### src/shuffle_consts.svh
`ifndef SHUFFLE_CONSTS_SVH
`define SHUFFLE_CONSTS_SVH

// buffer and register file sizes
`define SHUF_DEPTH       5   // shuffle buffer entries
`define SHUF_NUM_PREGS   64  // physical registers
`define SHUF_NUM_LREGS   32  // rv32 logical registers

// rv32 major opcodes, bits [6:0]
`define SHUF_OPC_JAL     7'b1101111
`define SHUF_OPC_JALR    7'b1100111
`define SHUF_OPC_BRANCH  7'b1100011
`define SHUF_OPC_FENCE   7'b0001111
`define SHUF_OPC_SYSTEM  7'b1110011  // ecall/ebreak when funct3 is zero, csr otherwise
`define SHUF_OPC_LOAD    7'b0000011
`define SHUF_OPC_STORE   7'b0100011
`define SHUF_OPC_LUI     7'b0110111
`define SHUF_OPC_AUIPC   7'b0010111
`define SHUF_OPC_OP      7'b0110011  // r-type alu ops

// pick lfsr, galois form of x^16 + x^14 + x^13 + x^11 + 1
`define SHUF_LFSR_SEED   16'hace1
`define SHUF_LFSR_TAPS   16'hb400

`endif
### src/shuffle_pkg.sv
`default_nettype none

package shuffle_pkg;

`include "shuffle_consts.svh"

  typedef logic [31:0]                  instr_t;     // uncompressed instruction word
  typedef logic [31:0]                  pc_t;
  typedef logic [4:0]                   lreg_t;      // x0..x31
  typedef logic [5:0]                   preg_t;      // physical register index
  typedef logic [`SHUF_NUM_PREGS-1:0]   preg_vec_t;  // one bit per physical register
  typedef logic [2:0]                   slot_t;      // buffer entry index
  typedef logic [`SHUF_DEPTH-1:0]       slot_vec_t;  // one bit per buffer entry

  // decoded operand fields and class of one instruction
  typedef struct packed {
    lreg_t rd;
    lreg_t rs1;
    lreg_t rs2;
    logic  has_rd;
    logic  has_rs1;
    logic  has_rs2;
    logic  changes_pc;  // may redirect fetch
    logic  is_mem;      // load or store
    logic  is_sys;      // ecall / ebreak
  } instr_class_t;

  // physical operands of one instruction
  typedef struct packed {
    preg_t rd_phys;   // 0 when there is no destination
    preg_t rs1_phys;
    preg_t rs2_phys;
  } rename_t;

  // what goes to decode/execute
  typedef struct packed {
    pc_t    pc;
    instr_t instr;
    preg_t  rd_phys;
    preg_t  rs1_phys;
    preg_t  rs2_phys;
  } issue_t;

endpackage

`default_nettype wire

### src/shuffle_buffer.sv
`timescale 1ns/1ps
`default_nettype none

`include "shuffle_consts.svh"

module shuffle_buffer
  import shuffle_pkg::*;
(
  input  logic   clk_i,
  input  logic   rst_ni,
  input  logic   fetch_valid_i,
  input  instr_t fetch_instr_i,
  input  pc_t    fetch_pc_i,
  output logic   fetch_ready_o,
  input  logic   branch_i,       // pulse, pc redirected by the consumer
  input  logic   ready_i,
  output logic   valid_o,
  output issue_t issue_o
);

  // entry storage
  slot_vec_t valid_q;
  pc_t       pc_q    [`SHUF_DEPTH];
  instr_t    instr_q [`SHUF_DEPTH];
  rename_t   ren_q   [`SHUF_DEPTH];
  preg_vec_t usage_q [`SHUF_DEPTH];  // physical regs named by the entry
  slot_vec_t mem_q;                  // entry is a load or store
  slot_vec_t dep_q   [`SHUF_DEPTH];  // row i: older entries that i waits for

  instr_class_t cls;
  rename_t      ren;
  slot_t        rm_slot, ins_slot;
  slot_vec_t    ready_slots, new_dep;
  preg_vec_t    slot_usage, new_usage;
  logic         discard, permit;
  logic         full, nonempty;
  logic         take, issue_fire;

  shuffle_instr_class shuffle_instr_class_inst (
    .instr_i (fetch_instr_i),
    .class_o (cls)
  );

  shuffle_rename_map shuffle_rename_map_inst (
    .clk_i        (clk_i),
    .rst_ni       (rst_ni),
    .take_i       (take),
    .class_i      (cls),
    .slot_usage_i (slot_usage),
    .ren_o        (ren)
  );

  shuffle_branch_guard shuffle_branch_guard_inst (
    .clk_i        (clk_i),
    .rst_ni       (rst_ni),
    .take_i       (take),
    .class_i      (cls),
    .fetch_pc_i   (fetch_pc_i),
    .issue_fire_i (issue_fire),
    .issue_pc_i   (issue_o.pc),
    .ready_i      (ready_i),
    .branch_i     (branch_i),
    .discard_o    (discard),
    .permit_o     (permit)
  );

  shuffle_entry_pick shuffle_entry_pick_inst (
    .clk_i         (clk_i),
    .rst_ni        (rst_ni),
    .ready_slots_i (ready_slots),
    .valid_slots_i (valid_q),
    .issue_fire_i  (issue_fire),
    .remove_slot_o (rm_slot),
    .insert_slot_o (ins_slot)
  );

  assign full     = &valid_q;
  assign nonempty = |valid_q;

  // drain only when full, or when nothing more can come before the branch resolves
  assign valid_o       = (full || (nonempty && discard)) && !branch_i;
  assign issue_fire    = valid_o && ready_i;
  assign fetch_ready_o = !branch_i && permit && (!full || issue_fire);
  assign take          = fetch_valid_i && fetch_ready_o;

  always_comb begin
    issue_o.pc       = pc_q[rm_slot];
    issue_o.instr    = instr_q[rm_slot];
    issue_o.rd_phys  = ren_q[rm_slot].rd_phys;
    issue_o.rs1_phys = ren_q[rm_slot].rs1_phys;
    issue_o.rs2_phys = ren_q[rm_slot].rs2_phys;
  end

  always_comb begin
    slot_usage = '0;
    for (int i = 0; i < `SHUF_DEPTH; i++) begin
      ready_slots[i] = valid_q[i] && !(|dep_q[i]);
      slot_usage     = slot_usage | usage_q[i];  // usage is zero for empty entries
    end
    new_usage = (preg_vec_t'(1) << ren.rd_phys) | (preg_vec_t'(1) << ren.rs1_phys)
              | (preg_vec_t'(1) << ren.rs2_phys);
  end

  // dependency row of the incoming instruction
  always_comb begin
    for (int i = 0; i < `SHUF_DEPTH; i++) begin
      new_dep[i] = valid_q[i] && (
          ((ren_q[i].rd_phys != '0) && ((ren_q[i].rd_phys == ren.rs1_phys)
                                     || (ren_q[i].rd_phys == ren.rs2_phys)))
          || (mem_q[i] && cls.is_mem)   // memory stays in order
          || cls.is_sys);               // ecall/ebreak waits for all older
    end
    new_dep[ins_slot] = 1'b0;  // slot may be freed and refilled in the same cycle
  end

  always_ff @(posedge clk_i or negedge rst_ni) begin
    if (!rst_ni) begin
      valid_q <= '0;
      for (int i = 0; i < `SHUF_DEPTH; i++) begin
        usage_q[i] <= '0;
        dep_q[i]   <= '0;
      end
    end else begin
      if (issue_fire) begin
        valid_q[rm_slot] <= 1'b0;
        usage_q[rm_slot] <= '0;
        for (int i = 0; i < `SHUF_DEPTH; i++) begin
          dep_q[i][rm_slot] <= 1'b0;  // release waiters
        end
      end
      // take after issue, so a reused slot ends up valid
      if (take) begin
        valid_q[ins_slot] <= 1'b1;
        usage_q[ins_slot] <= new_usage;
        dep_q[ins_slot]   <= new_dep;
      end
    end
  end

  always_ff @(posedge clk_i) begin
    if (take) begin
      pc_q[ins_slot]    <= fetch_pc_i;
      instr_q[ins_slot] <= fetch_instr_i;
      ren_q[ins_slot]   <= ren;
      mem_q[ins_slot]   <= cls.is_mem;
    end
  end

endmodule

`default_nettype wire

### src/shuffle_entry_pick.sv
`timescale 1ns/1ps
`default_nettype none

`include "shuffle_consts.svh"

module shuffle_entry_pick
  import shuffle_pkg::*;
(
  input  logic      clk_i,
  input  logic      rst_ni,
  input  slot_vec_t ready_slots_i,  // valid and no open dependency
  input  slot_vec_t valid_slots_i,
  input  logic      issue_fire_i,
  output slot_t     remove_slot_o,
  output slot_t     insert_slot_o
);

  logic [15:0] lfsr_q;
  slot_t       rnd_col;                                  // column picked this cycle
  slot_t       dist_tbl [`SHUF_DEPTH][`SHUF_DEPTH];      // [distance rank][column]
  slot_vec_t   cand;                                     // readiness in distance order
  slot_t       first_rank;
  slot_t       free_slot;

  // random start, free running
  always_ff @(posedge clk_i or negedge rst_ni) begin
    if (!rst_ni) begin
      lfsr_q <= `SHUF_LFSR_SEED;
    end else if (lfsr_q[0]) begin
      lfsr_q <= (lfsr_q >> 1) ^ `SHUF_LFSR_TAPS;
    end else begin
      lfsr_q <= lfsr_q >> 1;
    end
  end

  // rows hold offsets 0, +1, -1, +2, -2 from the column, wrapping
  for (genvar r = 0; r < `SHUF_DEPTH; r++) begin : g_row
    localparam int step = (r == 0) ? 0 : ((r % 2 == 1) ? (r + 1) / 2 : -(r / 2));
    for (genvar c = 0; c < `SHUF_DEPTH; c++) begin : g_col
      assign dist_tbl[r][c] = slot_t'((c + `SHUF_DEPTH + step) % `SHUF_DEPTH);
    end
  end

  assign rnd_col = slot_t'(lfsr_q % 16'(`SHUF_DEPTH));

  // nearest ready entry to the random start
  always_comb begin
    for (int i = 0; i < `SHUF_DEPTH; i++) begin
      cand[i] = ready_slots_i[dist_tbl[i][rnd_col]];
    end
    first_rank = '0;
    for (int i = `SHUF_DEPTH - 1; i >= 0; i--) begin
      if (cand[i]) begin
        first_rank = slot_t'(i);
      end
    end
    remove_slot_o = dist_tbl[first_rank][rnd_col];
  end

  // lowest empty entry for the incoming instruction
  always_comb begin
    free_slot = '0;
    for (int i = `SHUF_DEPTH - 1; i >= 0; i--) begin
      if (!valid_slots_i[i]) begin
        free_slot = slot_t'(i);
      end
    end
    insert_slot_o = issue_fire_i ? remove_slot_o : free_slot;  // valid bits lag by a cycle
  end

endmodule

`default_nettype wire

### src/shuffle_rename_map.sv
`timescale 1ns/1ps
`default_nettype none

`include "shuffle_consts.svh"

module shuffle_rename_map
  import shuffle_pkg::*;
(
  input  logic         clk_i,
  input  logic         rst_ni,
  input  logic         take_i,
  input  instr_class_t class_i,
  input  preg_vec_t    slot_usage_i,  // registers still named by buffered instructions
  output rename_t      ren_o
);

  preg_t     map_q [`SHUF_NUM_LREGS];  // logical -> physical
  preg_vec_t reserved_q;               // same content as map_q, one-hot per mapping
  preg_vec_t in_use;
  preg_t     first_free;
  logic      writes_rd;

  assign writes_rd = class_i.has_rd && (class_i.rd != '0);  // x0 is never renamed

  // lowest register that is neither mapped nor referenced by the buffer
  always_comb begin
    in_use     = reserved_q | slot_usage_i;
    first_free = '0;
    for (int i = `SHUF_NUM_PREGS - 1; i >= 0; i--) begin
      if (!in_use[i]) begin
        first_free = preg_t'(i);
      end
    end
  end

  // sources come from the map before this instruction's own update
  always_comb begin
    ren_o.rd_phys  = writes_rd ? first_free : '0;
    ren_o.rs1_phys = class_i.has_rs1 ? map_q[class_i.rs1] : '0;
    ren_o.rs2_phys = class_i.has_rs2 ? map_q[class_i.rs2] : '0;
  end

  always_ff @(posedge clk_i or negedge rst_ni) begin
    if (!rst_ni) begin
      for (int i = 0; i < `SHUF_NUM_LREGS; i++) begin
        map_q[i] <= preg_t'(i);  // identity mapping
      end
      for (int i = 0; i < `SHUF_NUM_PREGS; i++) begin
        reserved_q[i] <= (i < `SHUF_NUM_LREGS);
      end
    end else if (take_i && writes_rd) begin
      // old mapping is released, first_free is never the old one
      reserved_q[map_q[class_i.rd]] <= 1'b0;
      reserved_q[first_free]        <= 1'b1;
      map_q[class_i.rd]             <= first_free;
    end
  end

endmodule

`default_nettype wire

### src/shuffle_branch_guard.sv
`timescale 1ns/1ps
`default_nettype none

module shuffle_branch_guard
  import shuffle_pkg::*;
(
  input  logic         clk_i,
  input  logic         rst_ni,
  input  logic         take_i,        // instruction enters the buffer this cycle
  input  instr_class_t class_i,       // class of the instruction on the fetch side
  input  pc_t          fetch_pc_i,
  input  logic         issue_fire_i,  // valid_o && ready_i
  input  pc_t          issue_pc_i,
  input  logic         ready_i,
  input  logic         branch_i,      // consumer has redirected the pc
  output logic         discard_o,
  output logic         permit_o
);

  logic discard_q;
  pc_t  branch_pc_q;      // pc of the last pc-changing instruction taken
  logic just_issued_q;    // that pc went out in the previous cycle
  logic not_taken;

  // consumer keeps ready_i up after a branch only when it fell through
  assign not_taken = just_issued_q && ready_i;

  always_ff @(posedge clk_i or negedge rst_ni) begin
    if (!rst_ni) begin
      discard_q     <= 1'b0;
      just_issued_q <= 1'b0;
    end else begin
      // stored pc only counts while its branch is still open
      just_issued_q <= issue_fire_i && discard_q && (issue_pc_i == branch_pc_q);
      if (branch_i || not_taken) begin
        discard_q <= 1'b0;
      end
      // set wins over clear, back to back branches keep intake stopped
      if (take_i && class_i.changes_pc) begin
        discard_q <= 1'b1;
      end
    end
  end

  always_ff @(posedge clk_i) begin
    if (take_i && class_i.changes_pc) begin
      branch_pc_q <= fetch_pc_i;
    end
  end

  assign discard_o = discard_q;
  assign permit_o  = !discard_q || not_taken;  // skip the cycle the flag needs to drop

endmodule

`default_nettype wire

### src/shuffle_instr_class.sv
`timescale 1ns/1ps
`default_nettype none

`include "shuffle_consts.svh"

module shuffle_instr_class
  import shuffle_pkg::*;
(
  input  instr_t       instr_i,
  output instr_class_t class_o
);

  logic [6:0] opc;
  logic [2:0] funct3;
  logic       is_system;
  logic       is_csr_imm;   // csrrwi / csrrsi / csrrci carry a zimm, not rs1

  assign opc        = instr_i[6:0];
  assign funct3     = instr_i[14:12];
  assign is_system  = (opc == `SHUF_OPC_SYSTEM);
  assign is_csr_imm = is_system && (funct3 inside {3'b101, 3'b110, 3'b111});

  always_comb begin
    // register fields sit at fixed positions in every format
    class_o.rd  = instr_i[11:7];
    class_o.rs1 = instr_i[19:15];
    class_o.rs2 = instr_i[24:20];

    class_o.is_sys = is_system && (funct3 == 3'b000);  // ecall / ebreak
    class_o.is_mem = (opc == `SHUF_OPC_LOAD) || (opc == `SHUF_OPC_STORE);

    // b-type, s-type, fence and ecall/ebreak write nothing
    class_o.has_rd = (opc != `SHUF_OPC_BRANCH) && (opc != `SHUF_OPC_STORE)
                  && (opc != `SHUF_OPC_FENCE) && !class_o.is_sys;

    class_o.has_rs1 = (opc != `SHUF_OPC_LUI) && (opc != `SHUF_OPC_AUIPC)
                   && (opc != `SHUF_OPC_JAL) && (opc != `SHUF_OPC_FENCE)
                   && !class_o.is_sys && !is_csr_imm;

    class_o.has_rs2 = (opc == `SHUF_OPC_BRANCH) || (opc == `SHUF_OPC_STORE)
                   || (opc == `SHUF_OPC_OP);

    // anything after which the next fetch pc is not known yet
    class_o.changes_pc = (opc == `SHUF_OPC_JAL) || (opc == `SHUF_OPC_JALR)
                      || (opc == `SHUF_OPC_BRANCH) || (opc == `SHUF_OPC_FENCE)
                      || class_o.is_sys;
  end

endmodule

`default_nettype wire

### config.mk
export PLATFORM = sky130hd
export DESIGN_NAME = shuffle_buffer
export DESIGN_NICKNAME = d
export VERILOG_FILES = /design/src/shuffle_pkg.sv /design/src/shuffle_buffer.sv /design/src/shuffle_entry_pick.sv /design/src/shuffle_rename_map.sv /design/src/shuffle_branch_guard.sv /design/src/shuffle_instr_class.sv
export VERILOG_INCLUDE_DIRS = /design/src
export SDC_FILE = /design/constraint.sdc
export NUM_CORES = 2
export LEC_CHECK = 0
export BUFFER_PORTS_ARGS = -buffer_cell sky130_fd_sc_hd__buf_2
export CAP_MARGIN = 10
export CORE_MARGIN = 2
export CORE_UTILIZATION = 35
export DETAILED_ROUTE_END_ITERATION = 8
export PLACE_DENSITY = 0.48
export SLEW_MARGIN = 20
export SYNTH_ARGS = -nofsm -noshare
export SYNTH_HDL_FRONTEND = slang
export SYNTH_HIERARCHICAL = 1
export SYNTH_SLANG_ARGS = --single-unit
### constraint.sdc
create_clock -name clk_i -period 30.8 [get_ports clk_i]
set_input_delay 4.62 -clock clk_i [delete_from_list [all_inputs] [get_ports clk_i]]
set_output_delay 4.62 -clock clk_i [all_outputs]
set_load 0.02 [all_outputs]
==> impl_metrics.tcl <==
set metrics [dict create \
    crit_path_end_kind "primary output" \
    io_pins 153 \
    die_x_microns 400.2 \
    rsz0062_at_grt "false" \
    drive_gt1_share_pct 28.09 \
    ys_top_cells_by_count "dfrtp_1, edfxtp_1, nor2_1" \
    syn_area_sq_um 54950 \
    synthArstFlopShare_pct 55.47 \
    grt_pass1_vias 36470 \
    remaining_drc_errors 0 \
    overflow 0 \
    syn_to_final_growth_pct 12.14 \
    wirelength_microns 166000 \
    synth_top_cell_by_area "edfxtp_1" \
    yosysMostFrequentCell "dfrtp_1" \
    syn_nets 4223 \
    ir_worst_vdd_mv 0.1054 \
    tightest_slew_ns 1.175 \
    io_buffers 152 \
    yosysSeqAreaShare_pct 56.07 \
    fin_hold_ws_ns 0.4135 \
    drt_iter0_markers 2877 \
    clock_path_buffers 3 \
    antenna_left 0 \
    status "finished, final reports clean" \
    post_cts_buffers 0 \
    cp_data_arrival_time_ns 13.97 \
    vias_per_cell 5.773 \
    cap_violations 0 \
    min_period_ns 18.59 \
    grt_pass1_wl_microns 249800 \
    cts_sinks 1125 \
    total_power_mw 5.422 \
    start_util_pct 35.22 \
    cts_buffers 132 \
    slew_headroom_pct 21.30 \
    skew_ns 0.05781 \
    synth-seq-cells 1125 \
    grt_use_total_pct 20.54 \
    die_area_sq_um 160200 \
    yosys-top-cells-area "edfxtp_1, dfrtp_1, mux4_2" \
    startpoint_type "register" \
    dr.pass1.iters 5 \
    antenna_found_initial 5 \
    clkTransAtPathRegs_ns 0.06 \
    cts_root_buffer "clkbuf_16" \
    place_hpwl_microns 107100 \
    fin_cells 6362 \
    row_count 145 \
    ys_warn_count 6 \
    wl_per_cell_microns 26.10 \
    grt_max_degree 107 \
    syn_inst 4148 \
    clk_latency_ns 0.77 \
    worst-path-buf-inv 7 \
    crit_family "compound AO/OA/AOI/OAI gates" \
    critical-path-slowest-cell "dfstp_2" \
    leakagePower_nw 22.69 \
    setup_viol 0 \
    hold_viol_final 0 \
    die_h_microns 400.2 \
    p_per_area_nw_per_um2 88.00 \
    cp_slowest_stage_delay_ns 0.70 \
    synthDistinctLibCells 118 \
    syn_avg_cell_area_sq_um 13.25 \
    required_ns 26.18 \
    cts_resized 0 \
    utilization_pct 39.49 \
    fmax_mhz 53.78 \
    critical_path_peak_fanout 34 \
    tns_ns 0 \
    diodes 0 \
    postCtsHoldBufs 0 \
    final.period_utilization_pct 60.37 \
    core_area_sq_um 156000 \
    synth_ff_type "dfrtp_1" \
    h-tree-depth 4 \
    nets 4275 \
    critPathKind "register to primary output" \
    cts_tree "built" \
    dp_cells 6124 \
    place.gp.congestion 0.8907 \
    yosysTopAreaCellShare_pct 27.38 \
    vias 36726 \
    hold_class "register to register" \
    maxSlewViolCount 0 \
    synth_edf_count 501 \
]
[kinds of logic after synthesis]
logic type,share of synthesized area [%]
compound gates,12.56
xor+xnor,1.671
fa+ha+maj,0.1366
buf+inv,3.149
flops,56.07
mux,16.27
simple gates,10.14
[state kept, by name (all words and copies together), names as in the netlist, 16 cells and up]
signal / cells
instr_q: 160
shuffle_rename_map_inst/map_q: 192
dep_q: 25
shuffle_rename_map_inst/reserved_q: 64
shuffle_entry_pick_inst/lfsr_q: 16
ren_q: 144
shuffle_branch_guard_inst/branch_pc_q: 32
pc_q: 160
usage_q: 320
[routing by layer]
layer	routed length, microns	GRT usage [%]	part of all wire (%)
met3	9080	3.821	5.5
met5	41	0	0.025
met1	74920	28.70	45
met2	77970	32.68	47
met4	4018	5.722	2.4
[per-stage QoR]
step,area [sq um],worst slack [ns]
after floorplan,54950,15.54
after global placement,57340,13.30
after detailed placement,57340,13.02
after CTS,61610,12.13
after global routing,61620,10.87
final,61620,12.21
[cells in the final DEF (no fill, tap or decap), types with 11 or more instances in the layout]
| cell type | count |
|---|---|
| a211oi_1 | 13 |
| a21oi_1 | 74 |
| a22oi_1 | 26 |
| a31oi_1 | 13 |
| and2_1 | 13 |
| and3_1 | 12 |
| buf_2 | 148 |
| buf_4 | 69 |
| clkbuf_1 | 36 |
| clkbuf_16 | 132 |
| clkbuf_8 | 21 |
| clkinv_2 | 19 |
| dfrtp_1 | 504 |
| dfstp_2 | 120 |
| edfxtp_1 | 501 |
| inv_1 | 32 |
| mux2_2 | 237 |
| mux2i_1 | 21 |
| mux4_2 | 269 |
| nand2_1 | 186 |
| nand2b_1 | 22 |
| nand3_1 | 201 |
| nand3b_1 | 19 |
| nand4_1 | 37 |
| nor2_1 | 355 |
| nor2b_1 | 23 |
| nor2b_2 | 11 |
| nor3_1 | 99 |
| nor4_1 | 25 |
| o21ai_0 | 243 |
| o21ai_1 | 16 |
| o22ai_1 | 112 |
| o2bb2ai_1 | 130 |
| o2bb2ai_2 | 60 |
| o31ai_1 | 66 |
| or3_1 | 12 |
| xnor2_1 | 84 |
| xor2_1 | 19 |
[where the power goes]
part           total (mW)  internal [mW]  switching [mW]
clock network        1.53          0.872           0.659
logic                2.03          0.705            1.32
registers            1.86           1.77          0.0880
[worst paths after layout]
path / cells after the start / slack (ns) / startpoint / to
setup / recovery: 45 / 12.21 / shuffle_entry_pick_inst/lfsr_q[13] / issue_o[3]
hold / removal: 0 / 0.41 / shuffle_rename_map_inst/map_q[189] / shuffle_rename_map_inst/map_q[189]
setup reg to reg: 46 / 16.64 / shuffle_entry_pick_inst/lfsr_q[13] / pc_q[4][28]
hold reg to reg: 0 / 0.41 / shuffle_rename_map_inst/map_q[189] / shuffle_rename_map_inst/map_q[189]
max in group asynchronous: 4 / 23.66 / rst_ni / shuffle_rename_map_inst/map_q[69]
min in group asynchronous: 1 / 3.91 / rst_ni / usage_q[38]
[cell type report]
| class | instances | area, sq um |
|---|---|---|
| timing repair buffer | 218 | 1274 |
| tap | 2058 | 2575 |
| multi-input combinational | 2685 | 22530 |
| inverter | 38 | 155.1 |
| clock inverter | 49 | 549.3 |
| sequential | 1125 | 30810 |
| fill | 14777 | 94410 |
| clock buffer | 189 | 3727 |
(Power assumes the default switching activity.)
